$ cat src/clock_pkg.sv
/*
 * shared types and constants for the six-digit digital clock
 * referenced by scoped name from every design file
 */
package clock_pkg;

	// ------------------------------------------------------------
	// time of day
	// ------------------------------------------------------------

	// width of one hh, mm or ss field
	localparam int DIGIT_PAIR_W = 6;

	// last legal value of each field
	localparam logic [DIGIT_PAIR_W-1:0] SEC_MAX = 6'd59;
	localparam logic [DIGIT_PAIR_W-1:0] MIN_MAX = 6'd59;
	localparam logic [DIGIT_PAIR_W-1:0] HOU_MAX = 6'd23;

	// hours in the top bits, 18 bits total
	typedef struct packed {
		logic [DIGIT_PAIR_W-1:0] hou;
		logic [DIGIT_PAIR_W-1:0] min;
		logic [DIGIT_PAIR_W-1:0] sec;
	} hms_t;

	// ------------------------------------------------------------
	// user state
	// ------------------------------------------------------------
	typedef enum logic [1:0] {
		MODE_CLOCK = 2'd0,
		MODE_SETUP = 2'd1,
		MODE_ALARM = 2'd2
	} mode_e;

	typedef enum logic [1:0] {
		POS_SEC = 2'd0,
		POS_MIN = 2'd1,
		POS_HOU = 2'd2
	} pos_e;

	// bit positions inside the button and press vectors
	typedef enum logic [1:0] {
		BTN_MODE  = 2'd0,
		BTN_POS   = 2'd1,
		BTN_INC   = 2'd2,
		BTN_ALARM = 2'd3
	} btn_idx;

	// display geometry
	localparam int NUM_DIGITS = 6;
	localparam int SEG_W      = 7;

endpackage

$ cat src/cnt_ctrl_if.sv
/*
 * strobe bundle from the controller to one hh:mm:ss counter
 * every signal is a single-cycle pulse, no acknowledge
 */
`timescale 1ns/1ps

interface cnt_ctrl_if;

	// one-second advance with carry
	logic tick;
	// single-field steps, no carry
	logic inc_sec;
	logic inc_min;
	logic inc_hou;

	// controller side
	modport ctrl (
		output tick, inc_sec, inc_min, inc_hou
	);

	// counter side
	modport cnt (
		input tick, inc_sec, inc_min, inc_hou
	);

endinterface

$ cat src/tick_gen.sv
/*
 * clock enable generator: one-cycle seconds tick and display scan tick
 * each tick repeats every SEC_DIV or SCAN_DIV clk cycles
 */
`timescale 1ns/1ps

module tick_gen #(
	parameter int SEC_DIV  = 50_000_000,
	parameter int SCAN_DIV = 5_000
) (
	input  logic clk,
	input  logic rst_n,
	output logic o_sec_tick,
	output logic o_scan_tick
);

	localparam int MAX_DIV = (SEC_DIV > SCAN_DIV) ? SEC_DIV : SCAN_DIV;
	// enough bits for the larger terminal count
	localparam int DIV_W   = (MAX_DIV > 1) ? $clog2(MAX_DIV) : 1;

	// [0] seconds, [1] scan
	logic [1:0] tick;

	// same down-counter for both divisors
	for (genvar i = 0; i < 2; i++) begin : g_div
		localparam int DIV = (i == 0) ? SEC_DIV : SCAN_DIV;

		logic [DIV_W-1:0] cnt;

		// reload on terminal count, first tick DIV cycles out of reset
		always_ff @(posedge clk or negedge rst_n) begin
			if (!rst_n) begin
				cnt <= DIV_W'(DIV - 1);
			end else if (cnt == '0) begin
				cnt <= DIV_W'(DIV - 1);
			end else begin
				cnt <= cnt - 1'b1;
			end
		end

		assign tick[i] = (cnt == '0);
	end

	assign o_sec_tick  = tick[0];
	assign o_scan_tick = tick[1];

endmodule

$ cat src/button_sync.sv
/*
 * push-button sampler: slow sampling on the scan tick filters bounce
 * emits a one-cycle pulse per new press, one bit per button
 */
`timescale 1ns/1ps

module button_sync (
	input  logic       clk,
	input  logic       rst_n,
	input  logic [3:0] i_btn,
	input  logic       i_sample,
	output logic [3:0] o_press
);

	// newest sample and the one before it
	logic [3:0] smp;
	logic [3:0] smp_dly;
	// marks the cycle right after a sample
	logic       sampled;

	// ------------------------------------------------------------
	// two-stage history, enabled by the scan tick
	// ------------------------------------------------------------
	always_ff @(posedge clk or negedge rst_n) begin
		if (!rst_n) begin
			smp     <= '0;
			smp_dly <= '0;
		end else if (i_sample) begin
			smp     <= i_btn;
			smp_dly <= smp;
		end
	end

	always_ff @(posedge clk or negedge rst_n) begin
		if (!rst_n) begin
			sampled <= 1'b0;
		end else begin
			sampled <= i_sample;
		end
	end

	// ------------------------------------------------------------
	// rising edge in the sampled history
	// ------------------------------------------------------------
	// only valid for one cycle after the history moved,
	// otherwise a held button would pulse every clk
	assign o_press = {4{sampled}} & smp & ~smp_dly;

endmodule

$ cat src/hms_counter.sv
/*
 * hh:mm:ss counter with 24-hour wrap
 * tick strobe counts seconds with carry, inc strobes step one field
 */
`timescale 1ns/1ps

module hms_counter (
	input  logic            clk,
	input  logic            rst_n,
	cnt_ctrl_if.cnt         bus,
	output clock_pkg::hms_t o_time
);

	// next value of one field, back to zero past its max
	function automatic logic [clock_pkg::DIGIT_PAIR_W-1:0] wrap_inc(
		input logic [clock_pkg::DIGIT_PAIR_W-1:0] value,
		input logic [clock_pkg::DIGIT_PAIR_W-1:0] max
	);
		return (value == max) ? '0 : value + 1'b1;
	endfunction

	always_ff @(posedge clk or negedge rst_n) begin
		if (!rst_n) begin
			o_time <= '0;
		end else if (bus.tick) begin
			// ripple carry sec -> min -> hou
			o_time.sec <= wrap_inc(o_time.sec, clock_pkg::SEC_MAX);
			if (o_time.sec == clock_pkg::SEC_MAX) begin
				o_time.min <= wrap_inc(o_time.min, clock_pkg::MIN_MAX);
				if (o_time.min == clock_pkg::MIN_MAX) begin
					o_time.hou <= wrap_inc(o_time.hou, clock_pkg::HOU_MAX);
				end
			end
		end else begin
			// manual setting, fields independent
			if (bus.inc_sec) begin
				o_time.sec <= wrap_inc(o_time.sec, clock_pkg::SEC_MAX);
			end
			if (bus.inc_min) begin
				o_time.min <= wrap_inc(o_time.min, clock_pkg::MIN_MAX);
			end
			if (bus.inc_hou) begin
				o_time.hou <= wrap_inc(o_time.hou, clock_pkg::HOU_MAX);
			end
		end
	end

endmodule

$ cat src/clock_ctrl.sv
/*
 * user control: mode, field position and alarm enable from button presses
 * routes tick and increment strobes to the time and alarm counters
 */
`timescale 1ns/1ps

module clock_ctrl (
	input  logic                             clk,
	input  logic                             rst_n,
	input  logic [3:0]                       i_press,
	input  logic                             i_sec_tick,
	input  clock_pkg::hms_t                  i_time,
	input  clock_pkg::hms_t                  i_alarm_time,
	cnt_ctrl_if.ctrl                         time_bus,
	cnt_ctrl_if.ctrl                         alarm_bus,
	output logic                             o_show_alarm,
	output logic [clock_pkg::NUM_DIGITS-1:0] o_dp_mask,
	output logic                             o_alarm
);

	clock_pkg::mode_e mode;
	clock_pkg::pos_e  pos;
	logic             alarm_en;

	logic             in_setup;
	logic             in_alarm;
	// increment press steered to a field, {hou, min, sec}
	logic [2:0]       inc_field;

	// ------------------------------------------------------------
	// mode, position and alarm enable
	// ------------------------------------------------------------
	// clock -> setup -> alarm -> clock
	always_ff @(posedge clk or negedge rst_n) begin
		if (!rst_n) begin
			mode <= clock_pkg::MODE_CLOCK;
		end else if (i_press[clock_pkg::BTN_MODE]) begin
			case (mode)
				clock_pkg::MODE_CLOCK: mode <= clock_pkg::MODE_SETUP;
				clock_pkg::MODE_SETUP: mode <= clock_pkg::MODE_ALARM;
				default:               mode <= clock_pkg::MODE_CLOCK;
			endcase
		end
	end

	// sec -> min -> hou -> sec
	always_ff @(posedge clk or negedge rst_n) begin
		if (!rst_n) begin
			pos <= clock_pkg::POS_SEC;
		end else if (i_press[clock_pkg::BTN_POS]) begin
			case (pos)
				clock_pkg::POS_SEC: pos <= clock_pkg::POS_MIN;
				clock_pkg::POS_MIN: pos <= clock_pkg::POS_HOU;
				default:            pos <= clock_pkg::POS_SEC;
			endcase
		end
	end

	always_ff @(posedge clk or negedge rst_n) begin
		if (!rst_n) begin
			alarm_en <= 1'b0;
		end else if (i_press[clock_pkg::BTN_ALARM]) begin
			alarm_en <= ~alarm_en;
		end
	end

	// ------------------------------------------------------------
	// strobe routing
	// ------------------------------------------------------------
	assign in_setup = (mode == clock_pkg::MODE_SETUP);
	assign in_alarm = (mode == clock_pkg::MODE_ALARM);

	assign inc_field[0] = i_press[clock_pkg::BTN_INC] & (pos == clock_pkg::POS_SEC);
	assign inc_field[1] = i_press[clock_pkg::BTN_INC] & (pos == clock_pkg::POS_MIN);
	assign inc_field[2] = i_press[clock_pkg::BTN_INC] & (pos == clock_pkg::POS_HOU);

	// time keeps running while the alarm is edited, frozen in setup
	assign time_bus.tick    = i_sec_tick & ~in_setup;
	assign time_bus.inc_sec = inc_field[0] & in_setup;
	assign time_bus.inc_min = inc_field[1] & in_setup;
	assign time_bus.inc_hou = inc_field[2] & in_setup;

	// alarm time only moves by hand
	assign alarm_bus.tick    = 1'b0;
	assign alarm_bus.inc_sec = inc_field[0] & in_alarm;
	assign alarm_bus.inc_min = inc_field[1] & in_alarm;
	assign alarm_bus.inc_hou = inc_field[2] & in_alarm;

	// ------------------------------------------------------------
	// display hints
	// ------------------------------------------------------------
	assign o_show_alarm = in_alarm;

	// both digits of the field being edited get the dot
	always_comb begin
		o_dp_mask = '0;
		if (in_setup || in_alarm) begin
			case (pos)
				clock_pkg::POS_SEC: o_dp_mask[1:0] = 2'b11;
				clock_pkg::POS_MIN: o_dp_mask[3:2] = 2'b11;
				clock_pkg::POS_HOU: o_dp_mask[5:4] = 2'b11;
				default:            o_dp_mask      = '0;
			endcase
		end
	end

	// alarm latch: set on match, held until the enable drops
	always_ff @(posedge clk or negedge rst_n) begin
		if (!rst_n) begin
			o_alarm <= 1'b0;
		end else begin
			o_alarm <= alarm_en & (o_alarm | (i_time == i_alarm_time));
		end
	end

endmodule

$ cat src/seg_display.sv
/*
 * six-digit multiplexed seven-segment driver
 * one digit per scan tick, segments active high, enables active low
 */
`timescale 1ns/1ps

module seg_display (
	input  logic                             clk,
	input  logic                             rst_n,
	input  logic                             i_scan,
	input  clock_pkg::hms_t                  i_time,
	input  clock_pkg::hms_t                  i_alarm_time,
	input  logic                             i_show_alarm,
	input  logic [clock_pkg::NUM_DIGITS-1:0] i_dp_mask,
	output logic [clock_pkg::SEG_W-1:0]      o_seg,
	output logic                             o_seg_dp,
	output logic [clock_pkg::NUM_DIGITS-1:0] o_seg_enb
);

	localparam int IDX_W = $clog2(clock_pkg::NUM_DIGITS);

	logic [IDX_W-1:0]                  digit_idx;
	clock_pkg::hms_t                   shown;
	logic [clock_pkg::DIGIT_PAIR_W-1:0] field;
	logic [3:0]                        bcd;

	// decimal digit to {a,b,c,d,e,f,g}
	function automatic logic [clock_pkg::SEG_W-1:0] seg_decode(input logic [3:0] num);
		case (num)
			4'd0:    return 7'b111_1110;
			4'd1:    return 7'b011_0000;
			4'd2:    return 7'b110_1101;
			4'd3:    return 7'b111_1001;
			4'd4:    return 7'b011_0011;
			4'd5:    return 7'b101_1011;
			4'd6:    return 7'b101_1111;
			4'd7:    return 7'b111_0000;
			4'd8:    return 7'b111_1111;
			4'd9:    return 7'b111_1011;
			default: return 7'b000_0000;
		endcase
	endfunction

	// ------------------------------------------------------------
	// scan position
	// ------------------------------------------------------------
	always_ff @(posedge clk or negedge rst_n) begin
		if (!rst_n) begin
			digit_idx <= '0;
		end else if (i_scan) begin
			if (digit_idx == IDX_W'(clock_pkg::NUM_DIGITS - 1)) begin
				digit_idx <= '0;
			end else begin
				digit_idx <= digit_idx + 1'b1;
			end
		end
	end

	// ------------------------------------------------------------
	// digit value
	// ------------------------------------------------------------
	assign shown = i_show_alarm ? i_alarm_time : i_time;

	// pairs of digits share a field, odd index is the tens digit
	always_comb begin
		case (digit_idx[IDX_W-1:1])
			2'd0:    field = shown.sec;
			2'd1:    field = shown.min;
			default: field = shown.hou;
		endcase
	end

	assign bcd = digit_idx[0] ? 4'(field / 10) : 4'(field % 10);

	// ------------------------------------------------------------
	// outputs follow the index directly
	// ------------------------------------------------------------
	assign o_seg    = seg_decode(bcd);
	assign o_seg_dp = i_dp_mask[digit_idx];

	// one-hot low common node
	always_comb begin
		o_seg_enb            = '1;
		o_seg_enb[digit_idx] = 1'b0;
	end

endmodule

$ cat src/digital_clock.sv
/*
 * 24-hour digital clock with alarm, four buttons and six-digit display
 * SEC_DIV and SCAN_DIV set the tick rates from clk
 */
`timescale 1ns/1ps

module digital_clock #(
	parameter int SEC_DIV  = 50_000_000,
	parameter int SCAN_DIV = 5_000
) (
	input  logic                             clk,
	input  logic                             rst_n,
	input  logic                             i_btn_mode,
	input  logic                             i_btn_pos,
	input  logic                             i_btn_inc,
	input  logic                             i_btn_alarm,
	output logic [clock_pkg::SEG_W-1:0]      o_seg,
	output logic                             o_seg_dp,
	output logic [clock_pkg::NUM_DIGITS-1:0] o_seg_enb,
	output logic                             o_alarm
);

	logic                             sec_tick;
	logic                             scan_tick;
	logic [3:0]                       btn;
	logic [3:0]                       press;
	clock_pkg::hms_t                  cur_time;
	clock_pkg::hms_t                  alarm_time;
	logic                             show_alarm;
	logic [clock_pkg::NUM_DIGITS-1:0] dp_mask;

	// strobes to each counter
	cnt_ctrl_if time_bus ();
	cnt_ctrl_if alarm_bus ();

	// buttons packed by their package index
	assign btn[clock_pkg::BTN_MODE]  = i_btn_mode;
	assign btn[clock_pkg::BTN_POS]   = i_btn_pos;
	assign btn[clock_pkg::BTN_INC]   = i_btn_inc;
	assign btn[clock_pkg::BTN_ALARM] = i_btn_alarm;

	tick_gen #(
		.SEC_DIV  (SEC_DIV),
		.SCAN_DIV (SCAN_DIV)
	) u_tick_gen (
		.clk         (clk),
		.rst_n       (rst_n),
		.o_sec_tick  (sec_tick),
		.o_scan_tick (scan_tick)
	);

	// buttons sampled at the scan rate
	button_sync u_button_sync (
		.clk      (clk),
		.rst_n    (rst_n),
		.i_btn    (btn),
		.i_sample (scan_tick),
		.o_press  (press)
	);

	clock_ctrl u_clock_ctrl (
		.clk          (clk),
		.rst_n        (rst_n),
		.i_press      (press),
		.i_sec_tick   (sec_tick),
		.i_time       (cur_time),
		.i_alarm_time (alarm_time),
		.time_bus     (time_bus.ctrl),
		.alarm_bus    (alarm_bus.ctrl),
		.o_show_alarm (show_alarm),
		.o_dp_mask    (dp_mask),
		.o_alarm      (o_alarm)
	);

	hms_counter u_time_cnt (
		.clk    (clk),
		.rst_n  (rst_n),
		.bus    (time_bus.cnt),
		.o_time (cur_time)
	);

	hms_counter u_alarm_cnt (
		.clk    (clk),
		.rst_n  (rst_n),
		.bus    (alarm_bus.cnt),
		.o_time (alarm_time)
	);

	seg_display u_seg_display (
		.clk          (clk),
		.rst_n        (rst_n),
		.i_scan       (scan_tick),
		.i_time       (cur_time),
		.i_alarm_time (alarm_time),
		.i_show_alarm (show_alarm),
		.i_dp_mask    (dp_mask),
		.o_seg        (o_seg),
		.o_seg_dp     (o_seg_dp),
		.o_seg_enb    (o_seg_enb)
	);

endmodule

$ cat config.mk
export PLATFORM = sky130hd
export DESIGN_NAME = digital_clock
export DESIGN_NICKNAME = d
export VERILOG_FILES = /design/src/clock_pkg.sv /design/src/cnt_ctrl_if.sv /design/src/tick_gen.sv /design/src/button_sync.sv /design/src/hms_counter.sv /design/src/clock_ctrl.sv /design/src/seg_display.sv /design/src/digital_clock.sv
export SDC_FILE = /design/constraint.sdc
export NUM_CORES = 1
export LEC_CHECK = 0
export BUFFER_PORTS_ARGS = -buffer_cell sky130_fd_sc_hd__buf_2
export CORE_MARGIN = 1
export CORE_UTILIZATION = 55
export DETAILED_ROUTE_END_ITERATION = 10
export GPL_TIMING_DRIVEN = 0
export MAX_ROUTING_LAYER = met4
export PLACE_DENSITY = 0.74
export SYNTH_ARGS = -nofsm -noshare
export SYNTH_HDL_FRONTEND = slang
export SYNTH_SLANG_ARGS = --single-unit
export TNS_END_PERCENT = 100
$ cat constraint.sdc
create_clock -name clk -period 6.7 [get_ports clk]
set_input_delay 2.01 -clock clk [delete_from_list [all_inputs] [get_ports clk]]
set_output_delay 2.01 -clock clk [all_outputs]
set_load 0.02 [all_outputs]
==> results of run 1 <==
==> state kept, by name (all words and copies together) (netlist names) <==
| name | count |
|---|---|
| u_alarm_cnt.o_time | 18 |
| u_button_sync.sampled | 1 |
| u_button_sync.smp | 4 |
| u_button_sync.smp_dly | 4 |
| u_clock_ctrl.alarm_en | 1 |
| u_clock_ctrl.mode | 2 |
| u_clock_ctrl.o_alarm | 1 |
| u_clock_ctrl.pos | 2 |
| u_seg_display.digit_idx | 3 |
| u_tick_gen.g_div.cnt | 52 |
| u_time_cnt.o_time | 18 |
==> layout make-up <==
type	instances	area (µm²)	area share [%]
buffer	24	102.6	1.496
clock buffer	9	123.9	1.806
sequential	106	2684	39.14
tap	140	175.2	2.554
inverter	24	90.09	1.314
multi-input combinational	497	3368	49.12
timing repair buffer	30	207.7	3.029
clock inverter	7	106.4	1.551
==> power by group through the flow <==
stage | registers (W) | clock network (W) | logic [W]
finish | 0.000642 | 0.000457 | 0.0000162
floorplan | 0.000654 | 0 | 0.000000850
global route | 0.000643 | 0.000488 | 0.0000196
global placement | 0.000654 | 0 | 0.0000147
CTS | 0.000642 | 0.000465 | 0.0000173
detailed placement | 0.000654 | 0 | 0.0000174
==> worst register-to-register path, delay by kind of cell, from the launching register on <==
kind                     cells  cell delay [ns]
AND/OR/NAND/NOR              7             1.77
buffers and inverters        3             0.63
adder cells (fa/ha/maj)      1             0.17
flip-flops                   1             0.40
==> per-stage QoR <==
stage          cell area (µm²)  std cells  util (%)  total power [W]  hold slack, ns
2_1_floorplan             6195        651         -        0.0006550          0.4281
3_3_place_gp              6470        811     59.42        0.0006689          0.4381
3_5_place_dp              6500        812     59.70        0.0006716          0.4467
4_1_cts                   6788        835     62.34         0.001125          0.4713
5_1_grt                   6858        837     62.99         0.001151          0.4854
6_report                  6858        837     62.99         0.001115          0.4699
==> cells in the mapped netlist, types with 3 or more instances <==
cell      count
nor2b_1       5
o21a_1        3
nand3_1      13
inv_1        22
a22oi_1       3
o31ai_1       5
buf_2         4
xnor2_1      38
clkbuf_1     19
nor4_1       15
or3_1        11
nand4_1      11
ha_1         20
nand3b_1      7
mux2_2       17
dfstp_2      25
nand2_1      94
and3_1        5
a21o_1        8
and2_1        3
nor3_1       29
nor2_2        3
o211ai_1      7
o21ai_0      33
a21oi_1      14
xor2_1       28
o41ai_1       3
nand4b_1      3
mux2i_1      12
nand2b_1      7
dfrtp_1      81
nor2_1       48
==> per-layer routing <==
metal  vias up  share of wire [%]  global-route usage, %
met5         -                  0                      -
met3        20                2.9                  4.641
met1      2350                 46                  30.02
met4         0                1.8                  8.513
li1       2372                  -                      -
met2        59                 49                  38.35
==> worst min-delay path by stage <==
stage / startpoint / to / slack, ns / depth (start not counted)
final: u_tick_gen.g_div[1].cnt[0]$_DFF_PN1_ / u_tick_gen.g_div[1].cnt[0]$_DFF_PN1_ / 0.47 / 1
after global routing: u_clock_ctrl.alarm_en$_DFFE_PN0P_ / u_clock_ctrl.alarm_en$_DFFE_PN0P_ / 0.49 / 1
after CTS: u_tick_gen.g_div[1].cnt[0]$_DFF_PN1_ / u_tick_gen.g_div[1].cnt[0]$_DFF_PN1_ / 0.47 / 1
after detailed placement: u_button_sync.smp_dly[2]$_DFFE_PN0P_ / u_button_sync.smp_dly[2]$_DFFE_PN0P_ / 0.45 / 2
after global placement: u_tick_gen.g_div[1].cnt[0]$_DFF_PN1_ / u_tick_gen.g_div[1].cnt[0]$_DFF_PN1_ / 0.44 / 1
after floorplan: u_tick_gen.g_div[1].cnt[0]$_DFF_PN1_ / u_tick_gen.g_div[1].cnt[0]$_DFF_PN1_ / 0.43 / 1
==> cells by family after synthesis <==
kind of cell,count (synthesis)
xor gates and xnor gates,66
AOI/OAI and AO/OA,105
DFF,106
and+or+nand+nor,273
adders and majority gates,20
muxes,33
buffers and inverters,48
==> timing repair <==
item,4_1_cts,5_1_grt
endpoints found under the setup margin,7,7
gates resized for setup,2,13
setup buffers,7,2
pin swaps,0,1
==> flow_metrics.py, run 1 <==
metrics = {
    "run_status": {
        "run_status": "finished clean",
    },
    "sta": {
        "setup_tns_ns": 0,
        "finalMaxSlewViolations": 0,
        "finalSetupViolations": 0,
        "rsz0062_at_grt": "false",
        "relSlewSlack_pct": 38.38,
        "min_period_over_period_pct": 97.18,
        "finalHoldViolCount": 0,
        "fmax_mhz": 153.6,
        "tightest_slew_ns": 0.9173,
        "fin_crit_ns": 6.511,
        "finClkSkew_ns": 0.01416,
        "timing.final.ws_setup_ns": 0.1888,
    },
    "worst_setup_path": {
        "path_cells": "inv_1 > ha_2 > buf_6 > mux4_2 > mux2i_4 > inv_2 > ha_4 > nand2b_4 > nor3_2 > a22o_1 > a221o_1 > inv_1 > ha_1 > nor2_1 > a41o_1 > a31oi_4 > buf_4 > a21o_1 > o211ai_1 > buf_4",
        "slowest_stage": "mux4_2",
        "ff2ff_path_depth": 11,
        "slowest_delay_ns": 0.52,
        "path_buf_inv": 6,
        "cp-startpoint": "u_clock_ctrl.mode[0]$_DFFE_PN0P_",
        "worstPathArrival_ns": 4.50,
        "r2r_end": "u_tick_gen.g_div[1].cnt[10]$_DFF_PN0_",
        "crit_path_start_kind": "flop",
        "crit_required_ns": 4.69,
        "cp_top_family": "compound AO/OA/AOI/OAI gates",
        "cp.depth": 20,
        "critPathCapture": "o_seg[6]",
        "end_kind": "output port",
        "timing.reg2reg.setup_slack_ns": 3.61,
        "critPathKind": "flop to output port",
        "reg2reg_from": "u_tick_gen.g_div[1].cnt[0]$_DFF_PN1_",
        "critPathMaxFanout": 7,
    },
    "clock_tree": {
        "path_clk_slew_ns": 0.11,
        "root_buffer": "clkbuf_8",
        "cts_buffers": 9,
        "hold_buffers": 0,
        "clock_sinks": 106,
        "htree_levels": 3,
        "clockBufferDepth": 2,
        "clkLatencyLatePin_ns": 0.39,
        "tritoncts": "built",
    },
    "yosys": {
        "synth_ff_type": "dfrtp_1",
        "synth_nets": 677,
        "yosys.area.top_type": "dfrtp_1",
        "synthSimpleGateAreaFrac_pct": 22.14,
        "ys_types": 68,
        "synthArstFlopShare_pct": 100.0,
        "synthXorXnorAreaFrac_pct": 9.331,
        "yosysTopAreaCellShare_pct": 32.72,
        "syn_area_mm2": 0.006195,
        "yosysWarningCount": 0,
        "synth_top_family_by_area": "simple AND/OR/NAND/NOR gates",
        "synth_mux_area_share_pct": 6.484,
        "ys_seq_area_share_pct": 43.32,
        "synth_adder_area_share_pct": 4.040,
        "syn_inst": 651,
        "yosys_register_bits": 106,
        "synth.avg_cell_area_um2": 9.516,
        "synth_compound_area_share_pct": 11.57,
        "yosys-top-cells-area": "dfrtp_1 33%, dfstp_2 11%, nand2_1 5.7%, xnor2_1 5.4%, ha_1 4.0%",
        "synth_edf_count": 0,
    },
    "global_route": {
        "grt_pass1_wl_um": 21420,
        "grt_pass1_vias": 4733,
        "grtUsageTotal_pct": 23.86,
        "grt_overflow_total": 0,
        "antenna_found_initial": 0,
        "grt_max_degree": 70,
    },
    "pwr": {
        "p_comb_share_pct": 1.5,
        "p_clk_share_pct": 40.9,
        "switching_share_pct": 22.74,
        "switching_power_w": 0.0002536,
        "intPower_w": 0.0008616,
        "seqPwrFrac_pct": 57.6,
        "cellPowerDensity_mw_per_mm2": 162.6,
        "ir_drop_uv": 162.8,
        "p_leak_nw": 2.981,
    },
    "cells_and_area": {
        "fill_cells": 901,
        "drive_gt1_share_pct": 18.22,
        "final_cell_mix": "94 x nand2_1, 81 x dfrtp_1, 48 x nor2_1",
        "insertedDiodeCount": 0,
        "nets": 718,
        "area_growth_syn_to_layout_pct": 10.70,
        "final_common_cell": "nand2_1",
    },
    "drt": {
        "first_iter_violations": 296,
        "drc_errors": 0,
        "via_per_inst": 5.736,
        "drtPass1Iterations": 4,
        "wl_per_cell_um": 14.85,
        "finalWirelength_um": 12430,
        "num_vias": 4801,
        "ant_nets": 0,
    },
    "placement": {
        "hpwl_um": 8927,
        "port_buffers": 20,
        "gp_congestion": 0.8540,
        "pre_cts_ws_ns": 0.1474,
    },
    "floorplanning": {
        "dieArea_mm2": 0.01169,
        "rows": 38,
        "die_x_um": 108.1,
        "ios": 21,
        "die_y_um": 108.1,
        "start_util_pct": 56.89,
        "core_mm2": 0.01089,
    },
    "job": {
        "max-cap-violations": 0,
    },
    "worst_hold_path": {
        "hold_class": "flop to flop",
    },
}
No activity file was read; power rests on OpenSTA's default activity.
==> run 2, diff against run 1 <==
BUFFER_PORTS_ARGS = -buffer_cell sky130_fd_sc_hd__buf_4   (was -buffer_cell sky130_fd_sc_hd__buf_2)
==> flow_metrics.py, run 2 (synthesis results as in run 1) <==
metrics = {
    "run_status": {
        "run_status": "finished clean",
    },
    "pwr": {
        "ir_drop_uv": 196.1,
        "total_power_w": 0.001083,
        "p_leak_nw": 2.977,
        "cellPowerDensity_mw_per_mm2": 158.3,
    },
    "clock_tree": {
        "clock_sinks": 106,
        "tritoncts": "built",
        "cts_buffers": 9,
        "htree_levels": 3,
        "clkLatencyLatePin_ns": 0.39,
        "root_buffer": "clkbuf_8",
        "clockBufferDepth": 2,
        "path_clk_slew_ns": 0.11,
        "hold_buffers": 0,
    },
    "drt": {
        "wl_per_cell_um": 14.95,
        "dr_wl_met3_um": 444,
        "finalWirelength_um": 12440,
        "wl_met1_um": 5636,
        "dr_wl_met2_um": 6106,
        "top_layer_used": "met4",
        "drtPass1Iterations": 5,
        "first_iter_violations": 349,
        "via_per_inst": 5.784,
        "drc_errors": 0,
        "num_vias": 4812,
        "ant_nets": 0,
    },
    "placement": {
        "gp_congestion": 0.8883,
        "hpwl_um": 8796,
        "port_buffers": 20,
        "pre_cts_ws_ns": 0.1287,
    },
    "sta": {
        "fin_crit_ns": 6.506,
        "tightest_slew_ns": 0.8321,
        "finClkSkew_ns": 0.01124,
        "min_period_over_period_pct": 97.10,
        "finalMaxSlewViolations": 0,
        "relSlewSlack_pct": 44.10,
        "timing.final.ws_setup_ns": 0.1940,
        "fmax_mhz": 153.7,
        "finalHoldViolCount": 0,
        "finalSetupViolations": 0,
    },
    "worst_setup_path": {
        "critPathMaxFanout": 10,
        "critPathKind": "flop to output port",
        "slowest_stage": "mux4_2",
        "crit_required_ns": 4.69,
        "crit_path_start_kind": "flop",
        "path_cells": "inv_2 > ha_2 > buf_8 > mux4_2 > mux2i_4 > inv_2 > ha_1 > nand2b_4 > o21ai_2 > nor3b_2 > a221o_1 > inv_1 > ha_1 > nor2_1 > a41o_1 > a31oi_4 > nand4_1 > o211ai_1 > buf_4",
        "slowest_delay_ns": 0.54,
        "end_kind": "output port",
        "worstPathArrival_ns": 4.50,
    },
    "cells_and_area": {
        "area_growth_syn_to_layout_pct": 10.40,
        "largest_reg_flops": 52,
        "final_cell_mix": "94 x nand2_1, 81 x dfrtp_1, 48 x nor2_1",
        "regMostFlops": "u_tick_gen.g_div.cnt",
        "nets": 713,
        "final_common_cell": "nand2_1",
        "insertedDiodeCount": 0,
        "fill_cells": 888,
        "reg_top3": "u_tick_gen.g_div.cnt (52), u_alarm_cnt.o_time (18), u_time_cnt.o_time (18)",
        "drive_gt1_share_pct": 17.77,
        "fin_util_pct": 62.81,
    },
    "global_route": {
        "grt_max_degree": 107,
        "grt_pass1_vias": 4583,
        "grt_pass1_wl_um": 20980,
        "grt_overflow_total": 0,
        "antenna_found_initial": 0,
        "grtUsageTotal_pct": 23.44,
    },
    "job": {
        "max-cap-violations": 0,
    },
    "floorplanning": {
        "start_util_pct": 56.89,
        "dieArea_mm2": 0.01169,
        "die_x_um": 108.1,
        "core_mm2": 0.01089,
        "die_y_um": 108.1,
        "rows": 38,
        "ios": 21,
    },
    "worst_hold_path": {
        "hold_class": "flop to flop",
    },
}
==> run 2: changes by cell type in the layout (fill, tap and decap cells not counted), sizes merged <==
cell,delta
buf,-5
bufinv,-1
clkinv,+1
clkinvlp,-1
inv,+1
==> run 2: where the power goes <==
group | total [W] | internal [W] | leakage (nW) | switching [W]
registers | 0.000642 | 0.000641 | 1.34 | 0.000000981
logic | 0.0000170 | 0.00000413 | 1.53 | 0.0000129
clock network | 0.000423 | 0.000183 | 0.106 | 0.000241
total | 0.00108 | 0.000828 | 2.98 | 0.000254
==> run 2: metal layers <==
metal | up-vias | global-route usage [%]
li1 | 2355 | -
met3 | 29 | 4.882
met5 | - | -
met1 | 2335 | 28.59
met4 | 0 | 7.534
met2 | 93 | 38.85
==> run 2: area by class of cell <==
class	count	area, µm²	share of cell area [%]
Clock buffer	9	123.9	1.811
Buffer	24	106.4	1.555
Inverter	24	90.09	1.317
Clock inverter	7	91.34	1.336
Timing Repair Buffer	25	211.5	3.092
Sequential cell	106	2684	39.24
Multi-Input combinational cell	497	3357	49.09
Tap cell	140	175.2	2.561
==> run 2: worst max-delay path: cells and delay by family (launching register included) <==
kind | cells | cell delay (ns)
compound gates | 5 | 0.95
flops | 1 | 0.41
mux | 2 | 0.74
buf+inv | 5 | 0.55
fa+ha+maj | 3 | 0.81
simple gates | 4 | 0.66
==> run 2: metrics by stage <==
stage	instances	hold slack (ns)	setup TNS [ns]	instance area (µm²)
2_1_floorplan	651	0.4281	0	6195
3_3_place_gp	811	0.4348	0	6520
3_5_place_dp	811	0.4475	0	6520
4_1_cts	830	0.4743	0	6769
5_1_grt	832	0.4953	-0.05606	6839
6_report	832	0.4679	0	6839
==> run 2: final timing paths <==
check,endpoint,from,slack [ns],cells after the start
min in group asynchronous,u_alarm_cnt.o_time[17]$_DFFE_PN0P_,rst_n,1.42,1
max in group asynchronous,u_tick_gen.g_div[1].cnt[9]$_DFF_PN1_,rst_n,4.59,2
hold / removal,u_button_sync.smp_dly[1]$_DFFE_PN0P_,u_button_sync.smp_dly[1]$_DFFE_PN0P_,0.47,2
setup reg to reg,u_tick_gen.g_div[1].cnt[19]$_DFF_PN0_,u_tick_gen.g_div[1].cnt[0]$_DFF_PN1_,3.56,11
hold reg to reg,u_button_sync.smp_dly[1]$_DFFE_PN0P_,u_button_sync.smp_dly[1]$_DFFE_PN0P_,0.47,2
setup / recovery,o_seg[3],u_clock_ctrl.mode[0]$_DFFE_PN0P_,0.19,19
==> run 2: what timing repair did <==
item,in CTS,in global routing
endpoints found under the hold margin,0,0
setup endpoints to repair,7,7
resized for setup,4,8
buffers inserted,3,1
pin swaps,1,5
==> run 3, diff against run 2 <==
CORE_MARGIN = unset   (was 1)
RECOVER_POWER = 25   (was unset)
==> flow_metrics.py, run 3 (synthesis results as in run 1) <==
metrics = {
    "run_status": {
        "run_status": "finished clean",
    },
    "clock_tree": {
        "root_buffer": "clkbuf_8",
        "cts_buffers": 9,
        "hold_buffers": 0,
        "clock_sinks": 106,
        "clockBufferDepth": 2,
        "tritoncts": "built",
        "clkLatencyLatePin_ns": 0.39,
        "path_clk_slew_ns": 0.11,
        "htree_levels": 3,
    },
    "cells_and_area": {
        "final_cell_mix": "94 x nand2_1, 81 x dfrtp_1, 48 x nor2_1",
        "fin_util_pct": 62.74,
        "nets": 713,
        "regMostFlops": "u_tick_gen.g_div.cnt",
        "reg_top3": "u_tick_gen.g_div.cnt (52), u_alarm_cnt.o_time (18), u_time_cnt.o_time (18)",
        "insertedDiodeCount": 0,
        "drive_gt1_share_pct": 17.34,
        "largest_reg_flops": 52,
        "area_growth_syn_to_layout_pct": 10.28,
        "final_common_cell": "nand2_1",
    },
    "pwr": {
        "switching_share_pct": 23.52,
        "p_leak_nw": 2.969,
        "cellPowerDensity_mw_per_mm2": 158.4,
        "seqPwrFrac_pct": 59.4,
        "p_clk_share_pct": 39.1,
        "switching_power_w": 0.0002544,
        "p_comb_share_pct": 1.5,
        "ir_drop_uv": 196.0,
        "intPower_w": 0.0008275,
    },
    "sta": {
        "finalMaxSlewViolations": 0,
        "finClkSkew_ns": 0.01122,
        "relSlewSlack_pct": 44.10,
        "timing.final.ws_setup_ns": 0.1960,
        "finalHoldViolCount": 0,
        "fin_crit_ns": 6.504,
        "tightest_slew_ns": 0.8321,
        "min_period_over_period_pct": 97.08,
        "finalSetupViolations": 0,
        "fmax_mhz": 153.8,
    },
    "worst_setup_path": {
        "critPathKind": "flop to output port",
        "critPathMaxFanout": 10,
        "end_kind": "output port",
        "crit_required_ns": 4.69,
        "worstPathArrival_ns": 4.49,
        "crit_path_start_kind": "flop",
    },
    "floorplanning": {
        "start_util_pct": 56.89,
        "rows": 38,
        "core_mm2": 0.01089,
        "dieArea_mm2": 0.01169,
        "die_x_um": 108.1,
        "die_y_um": 108.1,
        "ios": 21,
    },
    "global_route": {
        "top_usage_layer": "met2",
        "grt_overflow_total": 0,
        "grt_max_degree": 107,
        "grtUsageMet2_pct": 38.85,
        "grt_util_met3_pct": 4.882,
        "grt_pass1_wl_um": 20980,
        "use_met1_pct": 28.59,
        "antenna_found_initial": 0,
        "grt_pass1_vias": 4583,
        "grtUsageTotal_pct": 23.44,
    },
    "placement": {
        "hpwl_um": 8796,
        "pre_cts_ws_ns": 0.1287,
        "port_buffers": 20,
        "gp_congestion": 0.8883,
    },
    "job": {
        "max-cap-violations": 0,
    },
    "drt": {
        "drc_errors": 0,
        "ant_nets": 0,
        "via_per_inst": 5.793,
        "first_iter_violations": 349,
        "num_vias": 4820,
        "wl_per_cell_um": 14.95,
        "drtPass1Iterations": 5,
        "finalWirelength_um": 12440,
    },
    "worst_hold_path": {
        "hold_class": "flop to flop",
    },
}
run 3: cell types whose count changed in the layout (fill, tap and decap cells not counted):
cell      previous run  this run
dfstp_1              0         2
dfstp_2             25        23
buf_6                1         0
clkbuf_1            19        20
run 3: critical path, cell delays in order (launching register included):
cell      delay [ns]
dfrtp_1         0.41
inv_2           0.08
ha_2            0.21
buf_8           0.15
mux4_2          0.54
mux2i_4         0.20
inv_2           0.10
ha_1            0.33
nand2b_4        0.17
o21ai_2         0.15
nor3b_2         0.18
a221o_1         0.15
inv_1           0.05
ha_1            0.27
nor2_1          0.04
a41o_1          0.23
a31oi_4         0.26
nand4_1         0.26
o211ai_1        0.16
buf_4           0.17
run 3: layout make-up:
cell class	count	area (µm²)
Clock inverter	7	91.34
Clock buffer	9	123.9
Timing Repair Buffer	25	203.9
Sequential cell	106	2684
Buffer	24	106.4
Fill cell	890	4056
Inverter	24	90.09
Multi-Input combinational cell	497	3357
Tap cell	140	175.2
run 3: final timing paths:
check,startpoint,end,slack (ns),cells after the start
max in group asynchronous,rst_n,u_tick_gen.g_div[1].cnt[9]$_DFF_PN1_,4.12,2
worst min register to register,u_button_sync.smp_dly[1]$_DFFE_PN0P_,u_button_sync.smp_dly[1]$_DFFE_PN0P_,0.47,2
worst max-delay path,u_clock_ctrl.mode[0]$_DFFE_PN0P_,o_seg[3],0.20,19
min in group asynchronous,rst_n,u_alarm_cnt.o_time[17]$_DFFE_PN0P_,1.65,1
worst max register to register,u_tick_gen.g_div[1].cnt[0]$_DFF_PN1_,u_tick_gen.g_div[1].cnt[19]$_DFF_PN0_,3.55,11
worst min-delay path,u_button_sync.smp_dly[1]$_DFFE_PN0P_,u_button_sync.smp_dly[1]$_DFFE_PN0P_,0.47,2
run 3: layer usage:
layer / up-vias / wire length [µm] / share of wire, %
met3: 29 / 464 / 3.7
li1: 2356 / - / -
met2: 98 / 6112 / 49
met1: 2337 / 5615 / 45
met4: 0 / 247 / 2.0
met5: - / 0 / 0
run 3: power groups by stage:
stage,clock network [W],registers [W],logic (W)
floorplan,0,0.000654,0.000000850
global placement,0,0.000654,0.0000154
detailed placement,0,0.000654,0.0000157
CTS,0.000438,0.000642,0.0000159
global route,0.000458,0.000643,0.0000198
finish,0.000423,0.000642,0.0000165
run 3: what timing repair did:
| item | CTS | global route |
|---|---|---|
| pin swaps | 1 | 5 |
| buffers inserted | 3 | 1 |
| setup endpoints to repair | 7 | 7 |
| resized for setup | 4 | 8 |
run 3: stage by stage:
| step | cells | setup TNS [ns] | hold WS (ns) | total power (W) | cell area (µm²) |
|---|---|---|---|---|---|
| 3_5_place_dp | 811 | 0 | 0.4475 | 0.0006700 | 6520 |
| 5_1_grt | 832 | -0.05596 | 0.4953 | 0.001121 | 6832 |
| 2_1_floorplan | 651 | 0 | 0.4281 | 0.0006550 | 6195 |
| 6_report | 832 | 0 | 0.4679 | 0.001082 | 6832 |
| 4_1_cts | 830 | 0 | 0.4743 | 0.001096 | 6769 |
| 3_3_place_gp | 811 | 0 | 0.4348 | 0.0006696 | 6520 |
